File: config.mk
export PLATFORM = sky130hd
export DESIGN_NAME = bin_update
export DESIGN_NICKNAME = d
export VERILOG_FILES = /design/src/hw/bin_pkg.sv /design/src/hw/bin_update.sv
export SDC_FILE = /design/constraint.sdc
export NUM_CORES = 1
export LEC_CHECK = 0
export ABC_AREA = 1
export BUFFER_PORTS_ARGS = -buffer_cell sky130_fd_sc_hd__buf_2
export CAP_MARGIN = 30
export CORE_AREA = 4 4 164 166
export CTS_CLUSTER_SIZE = 14
export DETAILED_ROUTE_END_ITERATION = 16
export DIE_AREA = 0 0 168 170
export GPL_ROUTABILITY_DRIVEN = 0
export PLACE_DENSITY = 0.52
export SYNTH_ARGS = -nofsm -noshare
export SYNTH_HDL_FRONTEND = slang
export SYNTH_SLANG_ARGS = --single-unit
File: constraint.sdc
create_clock -name clk -period 2.2 [get_ports clk]
set_input_delay 0.44 -clock clk [delete_from_list [all_inputs] [get_ports clk]]
set_output_delay 0.44 -clock clk [all_outputs]
set_load 0.02 [all_outputs]
File: src/hw/bin_pkg.sv
//**********************************************************
// bin writeback package
// bin sizes, field widths, sequencer states, host regions
//**********************************************************
`default_nettype none

package bin_pkg;

    // bin geometry
    localparam int NUM_CLAUSES_BIN = 8;
    localparam int NUM_LEARNT      = NUM_CLAUSES_BIN / 2;
    localparam int NUM_VARS_BIN    = 8;
    localparam int NUM_LVLS_BIN    = 8;

    // field widths
    localparam int CLAUSE_W    = 2 * NUM_VARS_BIN;
    localparam int VAR_ID_W    = 8;
    localparam int VAR_STATE_W = 16;
    localparam int LVL_STATE_W = 16;
    localparam int LVL_W       = 8;
    localparam int BIN_ID_W    = 6;
    localparam int RAM_ADDR_W  = 8;

    // 8 map/write steps plus map read and state write tail
    localparam int UPD_STEPS = NUM_VARS_BIN + 2;
    localparam int STEP_W    = 4;

    // host bus
    localparam int WB_ADR_W = 12;
    localparam int WB_DAT_W = 16;

    localparam logic [7:0] CSR_CTRL     = 8'h00;
    localparam logic [7:0] CSR_BIN_ID   = 8'h01;
    localparam logic [7:0] CSR_BASE_LVL = 8'h02;
    localparam logic [7:0] CSR_STATUS   = 8'h03;

    typedef enum logic [1:0] {
        UPD_IDLE,
        UPD_RUN,
        UPD_DONE
    } update_state_e;

    // decoded from wb_adr_i[10:8]
    typedef enum logic [2:0] {
        REGION_CSR    = 3'd0,
        REGION_CLAUSE = 3'd1,
        REGION_VARMAP = 3'd2,
        REGION_VSTATE = 3'd3,
        REGION_LSTATE = 3'd4
    } host_region_e;

endpackage

`default_nettype wire

File: src/hw/bin_update.sv
//**********************************************************
// bin update sequencer
// commits learnt clauses, variable and level states to RAMs
//**********************************************************
`timescale 1ns/1ps
`default_nettype none

module bin_update (
    input  logic                                                  clk,
    input  logic                                                  rst,
    input  logic                                                  start_i,
    input  logic [bin_pkg::BIN_ID_W-1:0]                          bin_id_i,
    input  logic [bin_pkg::LVL_W-1:0]                             base_lvl_i,
    input  logic                                                  local_sat_i,
    input  logic [bin_pkg::NUM_LEARNT*bin_pkg::CLAUSE_W-1:0]      clauses_i,
    input  logic [bin_pkg::NUM_VARS_BIN*bin_pkg::VAR_STATE_W-1:0] var_states_i,
    input  logic [bin_pkg::NUM_LVLS_BIN*bin_pkg::LVL_STATE_W-1:0] lvl_states_i,
    input  logic [bin_pkg::VAR_ID_W-1:0]                          varmap_data_i,
    output logic                                                  apply_o,
    output logic                                                  done_o,
    output logic                                                  clause_we_o,
    output logic [bin_pkg::RAM_ADDR_W-1:0]                        clause_addr_o,
    output logic [bin_pkg::CLAUSE_W-1:0]                          clause_data_o,
    output logic [bin_pkg::RAM_ADDR_W-1:0]                        varmap_addr_o,
    output logic                                                  vstate_we_o,
    output logic [bin_pkg::RAM_ADDR_W-1:0]                        vstate_addr_o,
    output logic [bin_pkg::VAR_STATE_W-1:0]                       vstate_data_o,
    output logic                                                  lstate_we_o,
    output logic [bin_pkg::RAM_ADDR_W-1:0]                        lstate_addr_o,
    output logic [bin_pkg::LVL_STATE_W-1:0]                       lstate_data_o
);

    bin_pkg::update_state_e           state_q;
    logic [bin_pkg::STEP_W-1:0]       step_q;
    logic [bin_pkg::RAM_ADDR_W-1:0]   bin_base;
    logic [bin_pkg::RAM_ADDR_W-1:0]   base_q;
    logic [bin_pkg::LVL_W-1:0]        lvl_q;
    logic                             run;
    logic                             map_vld_q;
    logic [2:0]                       map_idx_q;

    // slots of bin n start at (n-1)*8+1, slot 0 unused
    assign bin_base = bin_pkg::RAM_ADDR_W'(
        (bin_pkg::RAM_ADDR_W'(bin_id_i) - 1'b1) * bin_pkg::NUM_CLAUSES_BIN + 1);

    always_ff @(posedge clk) begin
        if (!rst) begin
            state_q <= bin_pkg::UPD_IDLE;
            step_q  <= '0;
        end else begin
            case (state_q)
                bin_pkg::UPD_IDLE: begin
                    if (start_i) begin
                        state_q <= bin_pkg::UPD_RUN;
                        step_q  <= '0;
                    end
                end
                bin_pkg::UPD_RUN: begin
                    if (step_q == bin_pkg::STEP_W'(bin_pkg::UPD_STEPS - 1)) begin
                        state_q <= bin_pkg::UPD_DONE;
                    end else begin
                        step_q <= step_q + 1'b1;
                    end
                end
                default: state_q <= bin_pkg::UPD_IDLE;
            endcase
        end
    end

    // bin base and level base held for the whole update
    always_ff @(posedge clk) begin
        if (state_q == bin_pkg::UPD_IDLE && start_i) begin
            base_q <= bin_base;
            lvl_q  <= base_lvl_i;
        end
    end

    assign run     = (state_q == bin_pkg::UPD_RUN);
    assign apply_o = run;
    assign done_o  = (state_q == bin_pkg::UPD_DONE);

    // learnt clauses fill the upper half of the bin
    assign clause_we_o   = run && (step_q < bin_pkg::NUM_LEARNT);
    assign clause_addr_o = base_q + bin_pkg::RAM_ADDR_W'(bin_pkg::NUM_LEARNT)
                         + bin_pkg::RAM_ADDR_W'(step_q);
    assign clause_data_o = clauses_i[step_q[1:0]*bin_pkg::CLAUSE_W +: bin_pkg::CLAUSE_W];

    assign lstate_we_o   = run && (step_q < bin_pkg::NUM_LVLS_BIN) && local_sat_i;
    assign lstate_addr_o = bin_pkg::RAM_ADDR_W'(lvl_q) + bin_pkg::RAM_ADDR_W'(step_q);
    assign lstate_data_o = lvl_states_i[step_q[2:0]*bin_pkg::LVL_STATE_W +:
                                        bin_pkg::LVL_STATE_W];

    // map read for local var k, id comes back next cycle
    assign varmap_addr_o = base_q + bin_pkg::RAM_ADDR_W'(step_q);

    always_ff @(posedge clk) begin
        if (!rst) begin
            map_vld_q   <= 1'b0;
            vstate_we_o <= 1'b0;
        end else begin
            map_vld_q   <= run && (step_q < bin_pkg::NUM_VARS_BIN);
            vstate_we_o <= map_vld_q && local_sat_i;
        end
    end

    always_ff @(posedge clk) begin
        map_idx_q     <= step_q[2:0];
        vstate_addr_o <= varmap_data_i;
        vstate_data_o <= var_states_i[map_idx_q*bin_pkg::VAR_STATE_W +:
                                      bin_pkg::VAR_STATE_W];
    end

endmodule

`default_nettype wire

==> flow_metrics.tcl <==
set metrics [dict create \
    status "finished clean" \
    final_common_cell "buf_2" \
    period_share_pct 99.6 \
    worstHoldPathCells 1 \
    critical_path.max_fanout 3 \
    slew_headroom_pct 41.4 \
    worstPathArrival_ns 1.75 \
    leakagePower_nw 4.19 \
    yosys-mux-area-fraction_pct 0 \
    ys_types 30 \
    synthesis.nets 1226 \
    holdPathEnd "vstate_addr_o[3]$_DFF_P_" \
    fp.dieW_microns 168 \
    drv_slew 0 \
    syn_inst 871 \
    fin_util_pct 30.3 \
    fin_crit_ns 2.19 \
    num_vias 7013 \
    port_buffers 429 \
    regToRegEndpoint "vstate_data_o[10]$_DFF_P_" \
    synth_compound_area_share_pct 19.6 \
    syn-cell-area_sq_mm 0.00485 \
    grt_pass1_wl_mm 35.7 \
    startpoint "lvl_q[0]$_DFFE_PP_" \
    end_kind "output port" \
    seq_area_sq_mm 0.00110 \
    root_buffer "clkbuf_16" \
    drive_above_1_share_pct 38.7 \
    path_delay_family "adder cells" \
    cts.sinks 48 \
    drt_iter0_markers 392 \
    cp_num_buf_inv 2 \
    max_clock_freq_mhz 456 \
    antenna_found_initial 1 \
    multi_input_area_sq_mm 0.00330 \
    core_area_sq_mm 0.0256 \
    io_pins 431 \
    worstPathRequired_ns 1.76 \
    cts_buffer_depth 2 \
    rsz0062_at_grt "true" \
    hp-class "in -> reg" \
    cp_cell_sequence "ha_4 -> inv_2 -> fa_2 -> o21ai_2 -> xor2_1 -> buf_4" \
    final_cell_mix "419 x buf_2, 297 x nor2_1, 199 x nand2_1, 125 x o21ai_0, 37 x o21ai_1" \
    skew_ns 0.0116 \
    critPathSlowestCell "edfxtp_1" \
    routed_wl_mm 24.9 \
    clk_latency_ns 0.30 \
    r2r_slack_ns 0.55 \
    num-fill-cells 2958 \
    syn_area_per_cell_sq_um 5.57 \
    vias_per_cell 4.35 \
    first_global_vias 6655 \
    post-place-ws_ns 0.174 \
    synth_top_family_by_area "simple AND/OR/NAND/NOR gates" \
    ir_drop_mv 0.263 \
    critPathLaunchType "register" \
    hp-start "varmap_data_i[3]" \
    htreeDepth 2 \
    critPathKind "reg -> out" \
    postPlaceCellArea_sq_mm 0.00721 \
    fin_nets 1630 \
    ys.flop_type "dfxtp_1" \
    start_util_pct 18.9 \
    yosysSeqAreaShare_pct 22.5 \
    timing.reg2reg.worst_path_depth 5 \
    synth-seq-cells 48 \
    maxCapViolCount 0 \
    holdWs_ns 0.233 \
    setup_viol_count_final 0 \
    synthSimpleGateAreaFrac_pct 41.4 \
    antenna_left 0 \
    grt.overflow.total 0 \
    grt_max_degree 65 \
    rows 59 \
    die_area_sq_mm 0.0286 \
    synth_edf_count 13 \
    post_drt_wl_per_cell_microns 15.4 \
    worst_pin_slew_ns 0.879 \
    hold_violations 0 \
    fin_ws_ns 0.00856 \
    clkSlewWorstSetupHoldPaths_ns 0.08 \
    antennaDiodeCount 0 \
    place_hpwl_mm 18.9 \
    area_delta_synth_final_pct 59.8 \
    max_stage_delay_ns 0.38 \
    rr_startpoint "map_idx_q[0]$_DFF_P_" \
    final_area_sq_mm 0.00775 \
    die_h_microns 170 \
    dr.pass1.iters 5 \
    track_usage_pct 15.7 \
    cts_tree "yes" \
    synthXorXnorAreaFrac_pct 2.89 \
    cts_inserted_buffers 5 \
    ys_async_sr_fraction_pct 0 \
    p_per_area_mw_per_mm2 470 \
    ys_warn_count 0 \
    hold_buffers 0 \
    synth-adder-area-share_pct 2.48 \
    route.detailed.drc 0 \
]
==> state kept, by name (all words and copies together) (netlist names) <==
| signal | count |
|---|---|
| map_idx_q | 3 |
| map_vld_q | 1 |
| vstate_data_o | 16 |
| step_q | 4 |
| state_q | 2 |
| vstate_we_o | 1 |
| lvl_q | 8 |
| vstate_addr_o | 8 |
| base_q | 5 |
==> power breakdown <==
part           total [mW]  switching, mW  leakage [nW]  internal, mW
Combinational        1.66          0.974          3.68         0.682
Sequential           1.02         0.0350         0.419         0.986
Clock               0.965          0.357        0.0893         0.607
Total                3.64           1.37          4.19          2.28
==> area by class of cell <==
| class | instances | area share (%) |
|---|---|---|
| clock buffer | 7 | 1.99 |
| tap | 335 | 5.41 |
| timing repair buffer | 458 | 33.8 |
| clock inverter | 1 | 0.387 |
| multi-input combinational | 731 | 42.6 |
| inverter | 31 | 1.60 |
| sequential | 48 | 14.2 |
==> stage by stage <==
step	std cells	power, mW	TNS [ns]
after floorplan	871	1.94	0
after global placement	1592	2.58	0
after detailed placement	1592	2.58	0
after CTS	1603	3.62	-0.0132
after global routing	1611	3.90	-0.262
final	1611	3.64	0
==> what timing repair did <==
action / CTS / global route
setup endpoints to repair: 33 / 31
pin swaps: 1 / 8
gates resized for setup: 13 / 34
buffers inserted: 0 / 5
gates cloned: 3 / 3
==> logic make-up (layout without fill, tap and decap cells) <==
group,Yosys count,count (layout)
compound gates,185,185
xor+xnor,16,16
fa+ha+maj,9,9
buf+inv,92,497
flops,48,48
simple gates,521,521
==> worst reg2reg max path, cell delays in order, from the launching register on <==
cell and delay [ns]:
dfxtp_2 0.33, inv_2 0.61, o21ai_0 0.41, nand2_1 0.14, nand2_1 0.05, nand2_1 0.06
==> layer usage <==
metal	global-route usage, %	routed length, microns	vias up
met5	0	13	-
met4	4.90	660	2
met3	3.97	2130	38
met2	29.1	12400	336
met1	17.6	9650	3061
li1	-	-	3576
==> synth_stat cells (5+ instances only) <==
cell type	number	area, sq um
nor2_1	297	1110
nand2_1	202	758
o21ai_0	132	661
dfxtp_1	35	701
o21ai_1	31	155
inv_1	27	101
buf_2	19	95.1
o22ai_1	17	106
buf_6	15	169
buf_4	13	97.6
edfxtp_1	13	390
xor2_1	11	96.3
clkbuf_1	8	30.0
ha_1	8	100
nand3_1	8	40.0
xnor2_1	5	43.8
==> worst max-delay path by stage <==
stage	end	slack (ns)	cells after the start
floorplan	lstate_addr_o[4]	0.006	6
global placement	lstate_addr_o[6]	0.15	8
detailed placement	lstate_addr_o[4]	0.17	6
CTS	lstate_addr_o[4]	-0.009	6
global route	lstate_addr_o[6]	-0.09	8
finish	lstate_addr_o[4]	0.009	6
Note: power is estimated with default switching activity, not from simulation.
