### config.mk
export PLATFORM = sky130hd
export DESIGN_NAME = bin_csr
export DESIGN_NICKNAME = d
export VERILOG_FILES = /design/src/hw/bin_pkg.sv /design/src/hw/bin_csr.sv
export SDC_FILE = /design/constraint.sdc
export NUM_CORES = 1
export LEC_CHECK = 0
export BUFFER_PORTS_ARGS = -buffer_cell sky130_fd_sc_hd__buf_2
export CORE_AREA = 2 2 80 82
export DETAILED_ROUTE_END_ITERATION = 7
export DIE_AREA = 0 0 82 84
export GPL_ROUTABILITY_DRIVEN = 0
export GPL_TIMING_DRIVEN = 0
export PLACE_DENSITY_LB_ADDON = 0.3
export SYNTH_ARGS = -nofsm -noshare
export SYNTH_HDL_FRONTEND = slang
export SYNTH_SLANG_ARGS = --single-unit
### constraint.sdc
create_clock -name clk -period 2.3 [get_ports clk]
set_clock_uncertainty 0.1 [all_clocks]
set_input_delay 0.23 -clock clk [delete_from_list [all_inputs] [get_ports clk]]
set_output_delay 0.23 -clock clk [all_outputs]
set_load 0.02 [all_outputs]
### src/hw/bin_pkg.sv
//**********************************************************
// bin writeback package
// bin sizes, field widths, sequencer states, host regions
//**********************************************************
`default_nettype none

package bin_pkg;

    // bin geometry
    localparam int NUM_CLAUSES_BIN = 8;
    localparam int NUM_LEARNT      = NUM_CLAUSES_BIN / 2;
    localparam int NUM_VARS_BIN    = 8;
    localparam int NUM_LVLS_BIN    = 8;

    // field widths
    localparam int CLAUSE_W    = 2 * NUM_VARS_BIN;
    localparam int VAR_ID_W    = 8;
    localparam int VAR_STATE_W = 16;
    localparam int LVL_STATE_W = 16;
    localparam int LVL_W       = 8;
    localparam int BIN_ID_W    = 6;
    localparam int RAM_ADDR_W  = 8;

    // 8 map/write steps plus map read and state write tail
    localparam int UPD_STEPS = NUM_VARS_BIN + 2;
    localparam int STEP_W    = 4;

    // host bus
    localparam int WB_ADR_W = 12;
    localparam int WB_DAT_W = 16;

    localparam logic [7:0] CSR_CTRL     = 8'h00;
    localparam logic [7:0] CSR_BIN_ID   = 8'h01;
    localparam logic [7:0] CSR_BASE_LVL = 8'h02;
    localparam logic [7:0] CSR_STATUS   = 8'h03;

    typedef enum logic [1:0] {
        UPD_IDLE,
        UPD_RUN,
        UPD_DONE
    } update_state_e;

    // decoded from wb_adr_i[10:8]
    typedef enum logic [2:0] {
        REGION_CSR    = 3'd0,
        REGION_CLAUSE = 3'd1,
        REGION_VARMAP = 3'd2,
        REGION_VSTATE = 3'd3,
        REGION_LSTATE = 3'd4
    } host_region_e;

endpackage

`default_nettype wire

### src/hw/bin_csr.sv
//**********************************************************
// Wishbone register block
// control/status registers and host windows into bin RAMs
//**********************************************************
`timescale 1ns/1ps
`default_nettype none

module bin_csr (
    input  logic                           clk,
    input  logic                           rst,
    input  logic                           wb_cyc_i,
    input  logic                           wb_stb_i,
    input  logic                           wb_we_i,
    input  logic [bin_pkg::WB_ADR_W-1:0]   wb_adr_i,
    input  logic [bin_pkg::WB_DAT_W-1:0]   wb_dat_i,
    input  logic                           apply_i,
    input  logic                           done_i,
    input  logic [bin_pkg::CLAUSE_W-1:0]   clause_rd_i,
    input  logic [bin_pkg::VAR_ID_W-1:0]   varmap_rd_i,
    input  logic [bin_pkg::VAR_STATE_W-1:0] vstate_rd_i,
    input  logic [bin_pkg::LVL_STATE_W-1:0] lstate_rd_i,
    output logic [bin_pkg::WB_DAT_W-1:0]   wb_dat_o,
    output logic                           wb_ack_o,
    output logic                           start_o,
    output logic [bin_pkg::BIN_ID_W-1:0]   bin_id_o,
    output logic [bin_pkg::LVL_W-1:0]      base_lvl_o,
    output logic [bin_pkg::RAM_ADDR_W-1:0] host_addr_o,
    output logic [bin_pkg::WB_DAT_W-1:0]   host_data_o,
    output logic                           clause_we_o,
    output logic                           varmap_we_o,
    output logic                           vstate_we_o,
    output logic                           lstate_we_o
);

    bin_pkg::host_region_e          region;
    logic                           req;
    logic                           csr_hit;
    logic                           ram_hit;
    logic                           stall;
    logic                           ram_wr;
    logic                           ram_rd;
    logic                           rd_wait_q;
    logic                           start_req_q;
    logic                           busy_q;
    logic                           done_q;
    logic [bin_pkg::WB_DAT_W-1:0]   csr_rdata;
    logic [bin_pkg::WB_DAT_W-1:0]   ram_rdata;

    assign region  = bin_pkg::host_region_e'(wb_adr_i[10:8]);
    assign req     = wb_cyc_i && wb_stb_i && !wb_ack_o;
    assign csr_hit = !wb_adr_i[11] && (region == bin_pkg::REGION_CSR);

    // hold off RAM traffic from start until the sequencer lets go
    assign stall  = start_o || apply_i;
    assign ram_wr = req && ram_hit && wb_we_i && !stall;
    assign ram_rd = req && ram_hit && !wb_we_i && !stall && !rd_wait_q;

    assign host_addr_o = wb_adr_i[bin_pkg::RAM_ADDR_W-1:0];
    assign host_data_o = wb_dat_i;
    assign clause_we_o = ram_wr && (region == bin_pkg::REGION_CLAUSE);
    assign varmap_we_o = ram_wr && (region == bin_pkg::REGION_VARMAP);
    assign vstate_we_o = ram_wr && (region == bin_pkg::REGION_VSTATE);
    assign lstate_we_o = ram_wr && (region == bin_pkg::REGION_LSTATE);

    always_comb begin
        ram_hit   = 1'b0;
        ram_rdata = '0;
        if (!wb_adr_i[11]) begin
            case (region)
                bin_pkg::REGION_CLAUSE: begin
                    ram_hit   = 1'b1;
                    ram_rdata = clause_rd_i;
                end
                bin_pkg::REGION_VARMAP: begin
                    ram_hit   = 1'b1;
                    ram_rdata = {{(bin_pkg::WB_DAT_W-bin_pkg::VAR_ID_W){1'b0}}, varmap_rd_i};
                end
                bin_pkg::REGION_VSTATE: begin
                    ram_hit   = 1'b1;
                    ram_rdata = vstate_rd_i;
                end
                bin_pkg::REGION_LSTATE: begin
                    ram_hit   = 1'b1;
                    ram_rdata = lstate_rd_i;
                end
                default: ;
            endcase
        end
    end

    always_comb begin
        csr_rdata = '0;
        if (csr_hit) begin
            case (wb_adr_i[7:0])
                bin_pkg::CSR_BIN_ID:
                    csr_rdata = {{(bin_pkg::WB_DAT_W-bin_pkg::BIN_ID_W){1'b0}}, bin_id_o};
                bin_pkg::CSR_BASE_LVL:
                    csr_rdata = {{(bin_pkg::WB_DAT_W-bin_pkg::LVL_W){1'b0}}, base_lvl_o};
                bin_pkg::CSR_STATUS:
                    csr_rdata = {{(bin_pkg::WB_DAT_W-2){1'b0}}, done_q, busy_q};
                default: ;
            endcase
        end
    end

    always_ff @(posedge clk) begin
        if (!rst) begin
            wb_ack_o    <= 1'b0;
            rd_wait_q   <= 1'b0;
            start_req_q <= 1'b0;
            start_o     <= 1'b0;
            busy_q      <= 1'b0;
            done_q      <= 1'b0;
            bin_id_o    <= '0;
            base_lvl_o  <= '0;
        end else begin
            wb_ack_o    <= (req && !ram_hit) || ram_wr || rd_wait_q;
            rd_wait_q   <= ram_rd;
            start_req_q <= req && wb_we_i && csr_hit && wb_dat_i[0]
                        && (wb_adr_i[7:0] == bin_pkg::CSR_CTRL);
            // a start during an update is dropped
            start_o     <= start_req_q && !busy_q && !start_o;
            if (req && wb_we_i && csr_hit) begin
                if (wb_adr_i[7:0] == bin_pkg::CSR_BIN_ID) begin
                    bin_id_o <= wb_dat_i[bin_pkg::BIN_ID_W-1:0];
                end
                if (wb_adr_i[7:0] == bin_pkg::CSR_BASE_LVL) begin
                    base_lvl_o <= wb_dat_i[bin_pkg::LVL_W-1:0];
                end
            end
            if (start_o) begin
                busy_q <= 1'b1;
                done_q <= 1'b0;
            end else if (done_i) begin
                busy_q <= 1'b0;
                done_q <= 1'b1;
            end
        end
    end

    // read data lands with the ack
    always_ff @(posedge clk) begin
        if (rd_wait_q) begin
            wb_dat_o <= ram_rdata;
        end else if (req && !ram_hit) begin
            wb_dat_o <= csr_rdata;
        end
    end

endmodule

`default_nettype wire

==> impl_metrics.csv <==
group,metric,value,unit
grt,grt_max_degree,17,
job,max_cap_violations,0,
critical_path,worstPathMaxFanout,10,
critical_path,critical_path_buf_inv_count,3,
clock_network,cts.clk_slew.worst_paths,0.07,ns
critical_path,path_class,"input port to output pin",
critical_path,cp_common_cell,"buf_2",
detailed_routing,vias_per_cell,4.77,
placed_design,dp_hpwl,5100,um
placed_design,numPortBuffers,141,
detailed_routing,post_drt_wl_per_cell,13.9,um
pwr,power,1.55,mW
critical_path,critPathSlowestCell,"or3b_2",
critical_path,cp_cell_sequence,"buf_2 -> clkbuf_1 -> or3b_2 -> a21oi_4 -> nand3_2 -> nor4_1 -> buf_2",
grt,grt-ovfl-total,0,
clock_network,insertion_delay,0.28,ns
synthesis,synthesis.area,0.00216,mm2
finish,antenna_cells,0,
finish,nets,466,
synthesis,synth.most_common_cell,"nor2_1",
critical_path,cp.required,1.97,ns
timing,finalCritPeriodShare,0.959,
critical_path,rrSetupSlack,0.46,ns
detailed_routing,drtIter0Drc,85,
grt,antenna_found_initial,0,
detailed_routing,vias,2162,
synthesis,ys_ff_latch,36,
synthesis,synth-edff-count,16,
timing,final-setup-viol-count,0,
clock_network,h-tree-depth,2,
synthesis,netlist_instances,227,
grt,grt.total_usage,0.175,
floorplanning,die_w,82,um
detailed_routing,dr.pass1.iters,4,
critical_path,r2r-start,"wb_ack_o",
floorplanning,fp.dieArea,0.00689,mm2
timing,final-max-slew-violation-count,0,
clock_network,clock-sinks,36,
clock_network,cts_tree,"yes",
detailed_routing,ant_nets,0,
critical_path,end_kind,"output pin",
pwr,peakVddDrop,0.315,mV
grt,grt_first_pass_wirelength,9230,um
synthesis,yosysTopAreaCellShare,0.223,
critical_path,arrival,1.88,ns
synthesis,yosys.cell_types.count,38,
hold_path,worstHoldEndpoint,"done_q",
finish,area.sequential,881,um2
synthesis,yosysSeqAreaShare,0.409,
synthesis,synth.largest_area_cell,"edfxtp_1",
floorplanning,rows,29,
finish,instances_no_fill,453,
timing,tightest_slew,0.863,ns
synthesis,synth_common_cells,"nor2_1 (26), buf_4 (24), mux2i_1 (24)",
synthesis,synth_area_leaders,"edfxtp_1 (22%), dfxtp_1 (19%), mux2i_1 (11%)",
critical_path,worst_r2r_endpoint,"wb_dat_o[14]",
pwr,p_leak,1.49,nW
floorplanning,io_pins,151,
clock_network,root_buffer,"clkbuf_8",
clock_network,cts_buffers,5,
synthesis,yosysWarningCount,0,
grt,first_global_vias,2111,
finish,n_fill_cell,605,
floorplanning,die_h,84,um
floorplanning,start_util,0.354,
finish,drive_above_1_share,0.535,
finish,area_growth,43.8,%
synthesis,avgSynthCellArea,9.50,um2
timing,hold_viol_final,0,
timing,period_minus_slack,2.21,ns
critical_path,r2r_cells,3,
detailed_routing,routed_wl,6280,um
status,status,"finished clean",
synthesis,synth_fp_nets,318,
critical_path,cpPeakStageDelay,0.58,ns
critical_path,startpoint_type,"input port",
hold_path,holdPathStages,3,
floorplanning,fp.coreArea,0.00610,mm2
timing,max_slew_margin,0.425,
synthesis,ys.flop_type,"dfxtp_1",
finish,multi_input_area,0.00106,mm2
hold_path,hold_start,"done_i",
critical_path,crit_family,"simple AND/OR/NAND/NOR gates",
detailed_routing,drcViolationCount,0,
synthesis,ys_async_sr_fraction,0,
timing,fmaxAchievable,453,MHz
hold_path,min_path_type,"input port to register",
clock_network,holdBufCountCts,0,
clock_network,post_cts_buffers,0,
pwr,power_density,500,mW/mm2
clock_network,clk_path_buf_depth,2,
placed_design,placed_cells,445,
[worst reg2reg max path, cell delays in order, from the launching register on]
cell,delay (ns)
dfxtp_1,0.31
and3b_1,0.30
inv_1,0.07
o21ai_2,0.67
[power by group]
part	switching, mW	internal [mW]	total (mW)	leakage (nW)
logic	0.166	0.144	0.310	1.13
registers	0.00414	0.683	0.687	0.298
clock network	0.214	0.339	0.553	0.0627
[layout by cell type (no fill, tap or decap), drive strengths merged, types with 5 or more instances in the layout]
cell type,instances
a22oi,6
dfxtp,20
or2,6
a222oi,6
nor3b,5
mux2,8
nor2,26
o21ai,8
nand2,22
edfxtp,16
buf,167
mux2i,24
clkbuf,17
a21oi,10
[area by class of cell]
cell class              instances  area share
plain buffers                  35      0.0719
clock buffers                   8      0.0392
inverters                       3     0.00363
multi-input cells             153       0.342
flip-flops and latches         36       0.284
well taps                      77      0.0311
repair buffers                141       0.228
[registers in the layout, summed over array words and instances, names as in the netlist]
register / cells
wb_dat_o: 16
rd_wait_q: 1
base_lvl_o: 8
bin_id_o: 6
start_req_q: 1
done_q: 1
busy_q: 1
wb_ack_o: 1
start_o: 1
[what timing repair did]
| action | 4_1_cts | 5_1_grt |
|---|---|---|
| gates cloned | 0 | 0 |
| endpoints found under the setup margin | 3 | 4 |
| resized for setup | 1 | 2 |
[metal layers]
metal	part of all wire	vias to the layer above	wire length (um)	global-route usage
met3	0.078	4	488	0.0368
li1	-	1096	-	-
met2	0.52	92	3270	0.317
met4	0.0057	0	36	0.0561
met5	0	-	0	0
met1	0.40	970	2490	0.198
[worst max-delay path by stage]
stage / start / to / slack [ns] / cells after the start
finish: wb_adr_i[8] / varmap_we_o / 0.09 / 7
global route: wb_adr_i[8] / varmap_we_o / -0.009 / 7
CTS: wb_adr_i[8] / varmap_we_o / 0.03 / 7
detailed placement: wb_adr_i[8] / varmap_we_o / -0.07 / 7
global placement: wb_adr_i[9] / wb_dat_o[11] / -0.41 / 5
floorplan: wb_adr_i[8] / varmap_we_o / 0.02 / 5
[cell families after synthesis]
kind of cell	synth area share
AO/OA/AOI/OAI	0.128
buffers and inverters	0.109
flip-flops	0.409
multiplexers	0.153
AND/OR/NAND/NOR	0.201
[per-stage QoR]
step / cell area (um2) / util / hold WS [ns] / setup TNS (ns) / worst slack (ns)
2_1_floorplan: 2160 / - / 0.246 / 0 / 0.0219
3_3_place_gp: 2960 / 0.485 / 0.336 / -6.51 / -0.406
3_5_place_dp: 2960 / 0.486 / 0.337 / -0.226 / -0.0683
4_1_cts: 3090 / 0.506 / 0.0669 / 0 / 0.0331
5_1_grt: 3100 / 0.508 / 0.0943 / -0.0109 / -0.00892
6_report: 3100 / 0.508 / 0.0748 / 0 / 0.0938
Note: power is estimated with default switching activity, not from simulation.
